File: src/verilog/radio_pkg.sv
// Radio core shared definitions

package radio_pkg;

   //////////////////////////////////////////////////////////////////////
   // Widths
   //////////////////////////////////////////////////////////////////////

   localparam int IQ_W       = 32;
   localparam int TIME_W     = 64;
   localparam int RB_W       = 64;
   localparam int SET_ADDR_W = 8;
   localparam int SET_DATA_W = 32;
   localparam int RB_SEL_W   = 3;
   localparam int FP_GPIO_W  = 10;

   // I in the upper half, Q in the lower half
   typedef logic [IQ_W-1:0]       iq_t;
   typedef logic [TIME_W-1:0]     time_t;
   typedef logic [RB_W-1:0]       rb_word_t;
   typedef logic [SET_ADDR_W-1:0] set_addr_t;
   typedef logic [SET_DATA_W-1:0] set_data_t;
   typedef logic [RB_SEL_W-1:0]   rb_sel_t;

   //////////////////////////////////////////////////////////////////////
   // Settings bus addresses
   //////////////////////////////////////////////////////////////////////

   localparam set_addr_t SR_LOOPBACK   = 8'd6;
   localparam set_addr_t SR_TEST       = 8'd21;
   localparam set_addr_t SR_CODEC_IDLE = 8'd22;
   localparam set_addr_t SR_READBACK   = 8'd32;
   // Time high, low and control sit at base +0, +1, +2
   localparam set_addr_t SR_TIME       = 8'd128;

   // Control write bit that loads now when set and at the next PPS edge when clear
   localparam int TIME_CTRL_NOW = 0;

   //////////////////////////////////////////////////////////////////////
   // Readback selector codes
   //////////////////////////////////////////////////////////////////////

   localparam rb_sel_t RB_TEST     = 3'd0;
   localparam rb_sel_t RB_TIME     = 3'd1;
   localparam rb_sel_t RB_TIME_PPS = 3'd2;
   localparam rb_sel_t RB_FRONTEND = 3'd3;
   localparam rb_sel_t RB_STATUS   = 3'd5;

endpackage
File: src/verilog/radio_core.sv
// Radio clock domain core

`timescale 1ns/1ps

module radio_core #(
   parameter radio_pkg::set_addr_t SR_TIME_BASE = radio_pkg::SR_TIME
) (
   input  logic                            radio_clk,
   input  logic                            i_rst,
   // Settings bus
   input  logic                            i_set_stb,
   input  radio_pkg::set_addr_t            i_set_addr,
   input  radio_pkg::set_data_t            i_set_data,
   // Converter and pins
   input  radio_pkg::iq_t                  i_rx,
   input  logic [radio_pkg::FP_GPIO_W-1:0] i_fp_gpio,
   input  logic                            i_pps,
   // Run control and transmit sample
   input  logic                            i_run_tx,
   input  logic                            i_run_rx,
   input  logic                            i_tx_strobe,
   input  radio_pkg::iq_t                  i_tx_sample,
   output radio_pkg::iq_t                  o_tx,
   output radio_pkg::iq_t                  o_rx_sample,
   output logic                            o_rx_strobe,
   output radio_pkg::time_t                o_vita_time,
   output radio_pkg::rb_word_t             o_rb_data
);

   logic                 loopback;
   radio_pkg::set_data_t test_word;
   radio_pkg::iq_t       idle_word;
   radio_pkg::rb_sel_t   rb_sel;
   radio_pkg::time_t     time_value;
   logic                 time_load_now;
   logic                 time_load_pps;
   radio_pkg::time_t     vita_time_pps;

   //////////////////////////////////////////////////////////////////////
   // Settings and time
   //////////////////////////////////////////////////////////////////////

   radio_settings #(
      .SR_TIME_BASE    (SR_TIME_BASE)
   ) u_settings (
      .radio_clk       (radio_clk),
      .i_rst           (i_rst),
      .i_set_stb       (i_set_stb),
      .i_set_addr      (i_set_addr),
      .i_set_data      (i_set_data),
      .o_loopback      (loopback),
      .o_test_word     (test_word),
      .o_idle_word     (idle_word),
      .o_rb_sel        (rb_sel),
      .o_time_value    (time_value),
      .o_time_load_now (time_load_now),
      .o_time_load_pps (time_load_pps)
   );

   timekeeper u_timekeeper (
      .radio_clk       (radio_clk),
      .i_rst           (i_rst),
      .i_pps           (i_pps),
      .i_time_value    (time_value),
      .i_load_now      (time_load_now),
      .i_load_pps      (time_load_pps),
      .o_vita_time     (o_vita_time),
      .o_vita_time_pps (vita_time_pps)
   );

   //////////////////////////////////////////////////////////////////////
   // Front ends
   //////////////////////////////////////////////////////////////////////

   tx_frontend u_tx_frontend (
      .radio_clk   (radio_clk),
      .i_rst       (i_rst),
      .i_run_tx    (i_run_tx),
      .i_tx_strobe (i_tx_strobe),
      .i_tx_sample (i_tx_sample),
      .i_idle_word (idle_word),
      .o_tx        (o_tx)
   );

   // DAC word also feeds the loopback path
   rx_frontend u_rx_frontend (
      .radio_clk   (radio_clk),
      .i_rst       (i_rst),
      .i_run_rx    (i_run_rx),
      .i_loopback  (loopback),
      .i_rx        (i_rx),
      .i_tx        (o_tx),
      .i_fp_gpio   (i_fp_gpio),
      .o_rx_sample (o_rx_sample),
      .o_rx_strobe (o_rx_strobe)
   );

   readback_mux u_readback_mux (
      .radio_clk       (radio_clk),
      .i_rst           (i_rst),
      .i_rb_sel        (rb_sel),
      .i_test_word     (test_word),
      .i_vita_time     (o_vita_time),
      .i_vita_time_pps (vita_time_pps),
      .i_tx            (o_tx),
      .i_rx            (i_rx),
      .i_loopback      (loopback),
      .i_run_tx        (i_run_tx),
      .i_run_rx        (i_run_rx),
      .o_rb_data       (o_rb_data)
   );

endmodule

File: src/verilog/readback_mux.sv
// Readback word selection

`timescale 1ns/1ps

module readback_mux (
   input  logic                 radio_clk,
   input  logic                 i_rst,
   input  radio_pkg::rb_sel_t   i_rb_sel,
   input  radio_pkg::set_data_t i_test_word,
   input  radio_pkg::time_t     i_vita_time,
   input  radio_pkg::time_t     i_vita_time_pps,
   input  radio_pkg::iq_t       i_tx,
   input  radio_pkg::iq_t       i_rx,
   input  logic                 i_loopback,
   input  logic                 i_run_tx,
   input  logic                 i_run_rx,
   output radio_pkg::rb_word_t  o_rb_data
);

   radio_pkg::rb_word_t rb_next;

   always_comb begin
      case (i_rb_sel)
         radio_pkg::RB_TEST:     rb_next = {32'd0, i_test_word};
         radio_pkg::RB_TIME:     rb_next = i_vita_time;
         radio_pkg::RB_TIME_PPS: rb_next = i_vita_time_pps;
         radio_pkg::RB_FRONTEND: rb_next = {i_tx, i_rx};
         radio_pkg::RB_STATUS:   rb_next = {61'd0, i_run_tx, i_run_rx, i_loopback};
         // Unused codes read zero
         default:                rb_next = '0;
      endcase
   end

   always_ff @(posedge radio_clk) begin
      if (i_rst)
         o_rb_data <= '0;
      else
         o_rb_data <= rb_next;
   end

endmodule

File: src/verilog/rx_frontend.sv
// Receive word select and GPIO insertion

`timescale 1ns/1ps

module rx_frontend (
   input  logic                              radio_clk,
   input  logic                              i_rst,
   input  logic                              i_run_rx,
   input  logic                              i_loopback,
   input  radio_pkg::iq_t                    i_rx,
   input  radio_pkg::iq_t                    i_tx,
   input  logic [radio_pkg::FP_GPIO_W-1:0]   i_fp_gpio,
   output radio_pkg::iq_t                    o_rx_sample,
   output logic                              o_rx_strobe
);

   radio_pkg::iq_t rx_sel;
   logic           gpio_a;
   logic           gpio_b;

   // Digital loopback takes the DAC word back into the receive path
   assign rx_sel = i_loopback ? i_tx : i_rx;

   // Either connector can drive each bit
   assign gpio_a = i_fp_gpio[0] ^ i_fp_gpio[8];
   assign gpio_b = i_fp_gpio[1] ^ i_fp_gpio[9];

   always_ff @(posedge radio_clk) begin
      if (i_rst) begin
         o_rx_sample <= '0;
         o_rx_strobe <= 1'b0;
      end else begin
         // I and Q LSBs carry the pin state
         o_rx_sample <= {rx_sel[31:17], gpio_a, rx_sel[15:1], gpio_b};
         o_rx_strobe <= i_run_rx;
      end
   end

endmodule

File: src/verilog/tx_frontend.sv
// Transmit DAC word register

`timescale 1ns/1ps

module tx_frontend (
   input  logic           radio_clk,
   input  logic           i_rst,
   input  logic           i_run_tx,
   input  logic           i_tx_strobe,
   input  radio_pkg::iq_t i_tx_sample,
   input  radio_pkg::iq_t i_idle_word,
   output radio_pkg::iq_t o_tx
);

   radio_pkg::iq_t held_sample;
   radio_pkg::iq_t held_next;

   // A new strobe reaches the DAC in the same cycle it is held
   assign held_next = i_tx_strobe ? i_tx_sample : held_sample;

   always_ff @(posedge radio_clk) begin
      if (i_rst) begin
         held_sample <= '0;
         o_tx        <= '0;
      end else begin
         held_sample <= held_next;
         // Idle pattern while the radio is stopped
         o_tx        <= i_run_tx ? held_next : i_idle_word;
      end
   end

endmodule

File: src/verilog/timekeeper.sv
// Radio time counter

`timescale 1ns/1ps

module timekeeper (
   input  logic             radio_clk,
   input  logic             i_rst,
   input  logic             i_pps,
   input  radio_pkg::time_t i_time_value,
   input  logic             i_load_now,
   input  logic             i_load_pps,
   output radio_pkg::time_t o_vita_time,
   output radio_pkg::time_t o_vita_time_pps
);

   logic pps_sync;
   logic pps_prev;
   logic pps_edge;
   logic load_pending;

   assign pps_edge = pps_sync & ~pps_prev;

   always_ff @(posedge radio_clk) begin
      if (i_rst) begin
         pps_sync        <= 1'b0;
         pps_prev        <= 1'b0;
         load_pending    <= 1'b0;
         o_vita_time     <= '0;
         o_vita_time_pps <= '0;
      end else begin
         pps_sync <= i_pps;
         pps_prev <= pps_sync;

         // Immediate load beats a pending PPS load
         if (i_load_now)
            o_vita_time <= i_time_value;
         else if (pps_edge && load_pending)
            o_vita_time <= i_time_value;
         else
            o_vita_time <= o_vita_time + 64'd1;

         if (pps_edge)
            o_vita_time_pps <= o_vita_time;

         // The latest request decides what stays pending
         if (i_load_now)
            load_pending <= 1'b0;
         else if (i_load_pps)
            load_pending <= 1'b1;
         else if (pps_edge)
            load_pending <= 1'b0;
      end
   end

endmodule

File: src/verilog/radio_settings.sv
// Radio settings registers

`timescale 1ns/1ps

module radio_settings #(
   parameter radio_pkg::set_addr_t SR_TIME_BASE = radio_pkg::SR_TIME
) (
   input  logic                 radio_clk,
   input  logic                 i_rst,
   input  logic                 i_set_stb,
   input  radio_pkg::set_addr_t i_set_addr,
   input  radio_pkg::set_data_t i_set_data,
   output logic                 o_loopback,
   output radio_pkg::set_data_t o_test_word,
   output radio_pkg::iq_t       o_idle_word,
   output radio_pkg::rb_sel_t   o_rb_sel,
   output radio_pkg::time_t     o_time_value,
   output logic                 o_time_load_now,
   output logic                 o_time_load_pps
);

   localparam radio_pkg::set_addr_t ADDR_TIME_HI   = SR_TIME_BASE;
   localparam radio_pkg::set_addr_t ADDR_TIME_LO   = SR_TIME_BASE + 8'd1;
   localparam radio_pkg::set_addr_t ADDR_TIME_CTRL = SR_TIME_BASE + 8'd2;

   // Time halves wait here until the control word arrives
   radio_pkg::set_data_t time_hi;
   radio_pkg::set_data_t time_lo;

   always_ff @(posedge radio_clk) begin
      if (i_rst) begin
         o_loopback      <= 1'b0;
         o_test_word     <= '0;
         o_idle_word     <= '0;
         o_rb_sel        <= '0;
         o_time_value    <= '0;
         o_time_load_now <= 1'b0;
         o_time_load_pps <= 1'b0;
         time_hi         <= '0;
         time_lo         <= '0;
      end else begin
         // Load pulses last a single cycle
         o_time_load_now <= 1'b0;
         o_time_load_pps <= 1'b0;
         if (i_set_stb) begin
            case (i_set_addr)
               radio_pkg::SR_LOOPBACK:   o_loopback  <= i_set_data[0];
               radio_pkg::SR_TEST:       o_test_word <= i_set_data;
               radio_pkg::SR_CODEC_IDLE: o_idle_word <= i_set_data;
               radio_pkg::SR_READBACK:   o_rb_sel    <= i_set_data[radio_pkg::RB_SEL_W-1:0];
               ADDR_TIME_HI:             time_hi     <= i_set_data;
               ADDR_TIME_LO:             time_lo     <= i_set_data;
               ADDR_TIME_CTRL: begin
                  o_time_value <= {time_hi, time_lo};
                  if (i_set_data[radio_pkg::TIME_CTRL_NOW])
                     o_time_load_now <= 1'b1;
                  else
                     o_time_load_pps <= 1'b1;
               end
               default: ;
            endcase
         end
      end
   end

endmodule

File: config.mk
export PLATFORM = sky130hd
export DESIGN_NAME = radio_core
export DESIGN_NICKNAME = d
export VERILOG_FILES = /design/src/verilog/radio_pkg.sv /design/src/verilog/radio_core.sv /design/src/verilog/readback_mux.sv /design/src/verilog/rx_frontend.sv /design/src/verilog/tx_frontend.sv /design/src/verilog/timekeeper.sv /design/src/verilog/radio_settings.sv
export SDC_FILE = /design/constraint.sdc
export NUM_CORES = 1
export LEC_CHECK = 0
export BUFFER_PORTS_ARGS = -buffer_cell sky130_fd_sc_hd__buf_2
export CORE_MARGIN = 2
export CORE_UTILIZATION = 51
export CTS_BUF_LIST = sky130_fd_sc_hd__clkbuf_4 sky130_fd_sc_hd__clkbuf_8
export CTS_CLUSTER_SIZE = 10
export DETAILED_ROUTE_END_ITERATION = 8
export HOLD_SLACK_MARGIN = 0.15
export PLACE_DENSITY_LB_ADDON = 0.1
export SLEW_MARGIN = 10
export SYNTH_ARGS = -nofsm -noshare
export SYNTH_HDL_FRONTEND = slang
export SYNTH_SLANG_ARGS = --single-unit
File: constraint.sdc
create_clock -name radio_clk -period 3.2 [get_ports radio_clk]
set_clock_uncertainty 0.05 [all_clocks]
set_input_delay 0.96 -clock radio_clk [delete_from_list [all_inputs] [get_ports radio_clk]]
set_output_delay 0.96 -clock radio_clk [all_outputs]
set_load 0.05 [all_outputs]
After elaboration in Yosys (flattened, before gate mapping)
Cells that the tools add are included.

storage, ports and cells
  register bits = 490
  input port bits = 121
  output and inout bits = 193
  logic and storage cells = 59

cells by class
  $add $sub $neg = 1
  equal/unequal tests = 11
  multiplexer cells = 10
  bitwise logic cells = 6
  reduce and logical (&&, ||, !) cells = 12

operators with widths
  operator                                       count
  one-hot mux 64 bit (5 select lines)            1
  two-way mux 64 bit                             2
  two-way mux 32 bit                             3
  adder 64 x 1 -> 64 bit, second input constant  1
  == test 8 bit, second input constant           3
  == test 8 x 5 -> 1 bit, second input constant  2
  AND reduction 2 bit                            7
  == test 8 x 3 -> 1 bit, second input constant  1
  == test 8 x 6 -> 1 bit, second input constant  1
  == test 3 x 2 -> 1 bit, second input constant  2
  two-way mux 1 bit                              4
  == test 3 x 1 -> 1 bit, second input constant  1
  == test 3 bit, second input constant           1
  logical NOT 3 bit                              1
  inverter 1 bit                                 3
  OR reduction 3 bit                             1
  nonzero test 2 bit                             1
  OR reduction 2 bit                             1
  bitwise XOR 1 bit                              2
  bitwise AND 1 bit                              1
  logical AND 1 bit                              1

Depth between registers and ports, before layout
  word-level depth = 5
  mapped depth = 9
  depth with buffers taken out = 6

Modules after synthesis
Synthesis repeated with hierarchy kept, for this count alone.

unflattened totals
  cell total of the unflattened synthesis = 2098
  area, all modules = 20548.5 um^2

modules (own cells, without submodules)
  module          instances  cells each  area an instance (um^2)  sequential area each (um^2)
  radio_settings  1          688         7773.7                   3963.8
  timekeeper      1          765         6039.5                   2622.5
  readback_mux    1          329         3328.2                   1281.2
  tx_frontend     1          210         2212.1                   1281.2
  rx_frontend     1          106         1194.9                   660.6

Worst setup path before layout
Ideal clock, no wire load.

  path type = flip-flop to flip-flop
  start = register u_timekeeper.o_vita_time[0]
  end = register u_timekeeper.o_vita_time[60]
  setup time = 0.074 ns
  data arrival time = 3.015 ns
  data required time = 3.076 ns
  setup slack = 0.061 ns
  stages on the path, launching flop included = 9
  path buffers = 2
  period minus slack after synthesis = 3.139 ns
  cells stage by stage = dfxtp_1 -> ha_1 -> nand3_1 -> or4_1 -> buf_2 -> or4_4 -> buf_6 -> or4_1 -> a31oi_1

between the ends
  word-level cells in the longest chain between the ends = 3

ends and longest elaborated chain
  item                    RTL line          source
  from (decl)             timekeeper.sv:12  output radio_pkg::time_t o_vita_time,
  from (signal assigned)  timekeeper.sv:36  o_vita_time <= i_time_value;
  from (signal assigned)  timekeeper.sv:38  o_vita_time <= i_time_value;
  from (signal assigned)  timekeeper.sv:40  o_vita_time <= o_vita_time + 64'd1;
  adder 64 x 1 -> 64 bit  timekeeper.sv:40
  two-way mux 64 bit      timekeeper.sv:37  else if (pps_edge && load_pending)
  two-way mux 64 bit      timekeeper.sv:35  if (i_load_now)

Every way passes these cells.
A chain may end at the register's enable or synchronous reset.

Worst setup path after layout
  start = register u_timekeeper.o_vita_time[33]
  end = register u_timekeeper.o_vita_time[51]

The elaborated chain is that of the path after synthesis.

==> impl_metrics.json <==
{
  "run_status": "completed",
  "clock_sinks": 490,
  "die-area_um2": 38100,
  "cts_resized": 0,
  "placed_cell_areas_um2": 20800,
  "post_cts_repair_timing_setup_buffer_count": 0,
  "worst_hold_path_type": "reg2reg",
  "clk_root_buffer_cell": "clkbuf_8",
  "global_route.overflow_total": 0,
  "worst_endpoint_data_arrival_time_ns": 3.40,
  "finalWirelength_um": 59400,
  "leak_pwr_nw": 8.60,
  "layout.nets": 2624,
  "setup-tns-final_ns": 0,
  "synth_area_leader_cell": "dfxtp_1",
  "routability_congestion_estimate": 0.918,
  "hpwlAfterDp_um": 41200,
  "routed_wire_length_per_instance_um": 19.7,
  "worst_slew_margin_rel": 0.391,
  "synth_fp_nets": 2337,
  "std_cell_rows": 69,
  "hold_viol_final": 0,
  "final_cell_area_um2": 22500,
  "synth-warning-count": 0,
  "synth-seq-cells": 490,
  "synthCells": 2215,
  "dieWidth_um": 195,
  "synth.most_common_cell": "nand2_1",
  "max_cap_viol": 0,
  "top_level_pins": 314,
  "drt_drc_violations_left": 0,
  "synth_ff_type": "dfxtp_1",
  "async_reset_ff_frac": 0,
  "cp.required_ns": 3.69,
  "layout-drive-gt1-share": 0.221,
  "synth.top_cells.by_count": "nand2_1 (547), dfxtp_1 (490), a21oi_1 (307), nor2_1 (167), clkbuf_1 (152)",
  "worstSkewPairLatency_ns": 0.64,
  "drv_slew": 0,
  "worst-slew-pin-transition_ns": 0.914,
  "synth_cell_type_count": 43,
  "synth_area_um2": 18600,
  "route.vias.total": 17000,
  "crit_path_end_kind": "register",
  "worst_setup_path_start_kind": "register",
  "antenna_violating_nets_post_route": 0,
  "firstDrtPassIters": 6,
  "path_max_fanout": 21,
  "synth-edff-count": 0,
  "detail_route.iter0.violations": 1527,
  "irDropWorstVdd_uv": 317,
  "synth_area_leaders": "dfxtp_1 (53%), nand2_1 (11%), a21oi_1 (8.2%), mux2i_1 (3.8%), a22oi_1 (3.6%)",
  "placeableCoreArea_um2": 35700,
  "cts_hold_buffers": 0,
  "die_y_um": 195,
  "number_of_antenna_violations_at_the_first_check_in_global_routing": 1,
  "clk_transition_reported_paths_ns": 0.06,
  "start_util": 0.521,
  "cts.htree.levels": 3,
  "cts_buffers": 79,
  "postLayoutCoreUtil": 0.628,
  "setup_viol": 0,
  "number_of_global_route_vias_before_repair": 15500,
  "setup_repair_after_global_routing_missed_its_margin": "false",
  "first_pass_grt_wire_length_um": 89800,
  "synth.top_cell.area_share": 0.527,
  "power_density_nw_per_um2": 558,
  "tritoncts_clock_tree": "yes",
  "viasPerCell": 5.64,
  "finalCriticalPeriod_ns": 2.91,
  "path_class": "reg2reg",
  "fmax_mhz": 344,
  "post_synth.cell_area_avg_um2": 8.41,
  "largest_net_degree_at_the_start_of_global_routing": 89,
  "clockBufferDepth": 3,
  "synth_sequential_area_ratio": 0.527,
  "crit_share_post_route": 0.909,
  "area_growth_pct": 20.6,
  "grt_util_all_layers": 0.301,
  "placement.io_buffers": 307
}
-- worst paths after layout --
kind,start,to,slack [ns],depth (start not counted)
min,u_settings.time_lo[28]$_SDFFE_PP0P_,u_settings.o_time_value[28]$_SDFFE_PP0N_,0.39,2
min reg2reg,u_settings.time_lo[28]$_SDFFE_PP0P_,u_settings.o_time_value[28]$_SDFFE_PP0N_,0.39,2
max,u_timekeeper.o_vita_time[33]$_SDFF_PP0_,u_timekeeper.o_vita_time[51]$_SDFF_PP0_,0.29,5
max reg2reg,u_timekeeper.o_vita_time[33]$_SDFF_PP0_,u_timekeeper.o_vita_time[51]$_SDFF_PP0_,0.29,5
-- final cells by class --
cell class,instances,area (um2)
Clock inverter,11,91.3
Clock buffer,126,1570
Antenna cell,1,2.50
Fill cell,3242,13300
Tap cell,461,577
Sequential cell,490,9810
Inverter,12,45.0
Multi-Input combinational cell,1533,8130
Timing Repair Buffer,386,2240
-- where the power goes --
group	total (mW)	switching [mW]	internal (mW)
clock	5.60	2.43	3.17
sequential	6.22	0.0407	6.18
combinational	0.722	0.543	0.180
-- layer usage --
metal | vias up | global-route usage | share of wire
met5 | - | 0 | 0
met4 | 0 | 0.0913 | 0.020
met3 | 93 | 0.0727 | 0.086
met2 | 712 | 0.434 | 0.42
met1 | 8071 | 0.443 | 0.48
li1 | 8146 | - | -
-- worst max-delay path, cell delays in order, from the launching register on --
cell and delay [ns]:
dfxtp_1 0.56, and3_1 0.35, nand3_1 0.20, or4_1 0.87, or4_1 0.62, a31oi_1 0.16
-- flip-flops by register name, indices dropped and copies added, names as in the netlist --
register / flops
u_readback_mux.o_rb_data: 64
u_settings.o_time_value: 64
u_timekeeper.o_vita_time: 64
u_timekeeper.o_vita_time_pps: 64
u_rx_frontend.o_rx_sample: 32
u_settings.o_idle_word: 32
u_settings.o_test_word: 32
u_settings.time_hi: 32
u_settings.time_lo: 32
u_tx_frontend.held_sample: 32
u_tx_frontend.o_tx: 32
u_settings.o_rb_sel: 3
u_rx_frontend.o_rx_strobe: 1
u_settings.o_loopback: 1
u_settings.o_time_load_now: 1
u_settings.o_time_load_pps: 1
u_timekeeper.load_pending: 1
u_timekeeper.pps_prev: 1
u_timekeeper.pps_sync: 1
-- cells in the final DEF (no fill, tap or decap), drive strengths merged, types with 7 or more instances in the layout --
cell      n
and3      7
xor2      8
nand2   547
or3      14
inv      13
nand3    25
o21ai    60
nor3     13
a31oi    20
nor2    167
nand4    14
clkbuf  126
nor4     12
buf     386
o31ai    12
nor2b    11
mux2i    70
a211oi   49
a21oi   307
or4      16
xnor2    30
and4      9
dfxtp   490
a22oi    90
mux2     27
-- per-stage QoR --
stage               hold WS, ns  setup WS, ns  power, mW  cells
finish                    0.389         0.292       12.5   3020
global route              0.408         0.218       13.0   3020
CTS                       0.394         0.370       12.6   3019
detailed placement        0.393         0.399       7.06   2882
global placement          0.386         0.431       7.06   2882
floorplan                 0.352        0.0606       6.76   2215
-- cell families (layout without fill, tap and decap cells) --
logic type,after synthesis,after routing,share of synthesized area
and+or+nand+nor,850,850,0.191
adders and majority gates,1,1,0.000672
other,0,1,0
xor gates and xnor gates,38,38,0.0179
AOI/OAI and AO/OA,547,547,0.171
DFF,490,490,0.527
buffers and inverters,192,535,0.0396
muxes,97,97,0.0539
No activity file was read; power rests on OpenSTA's default activity.
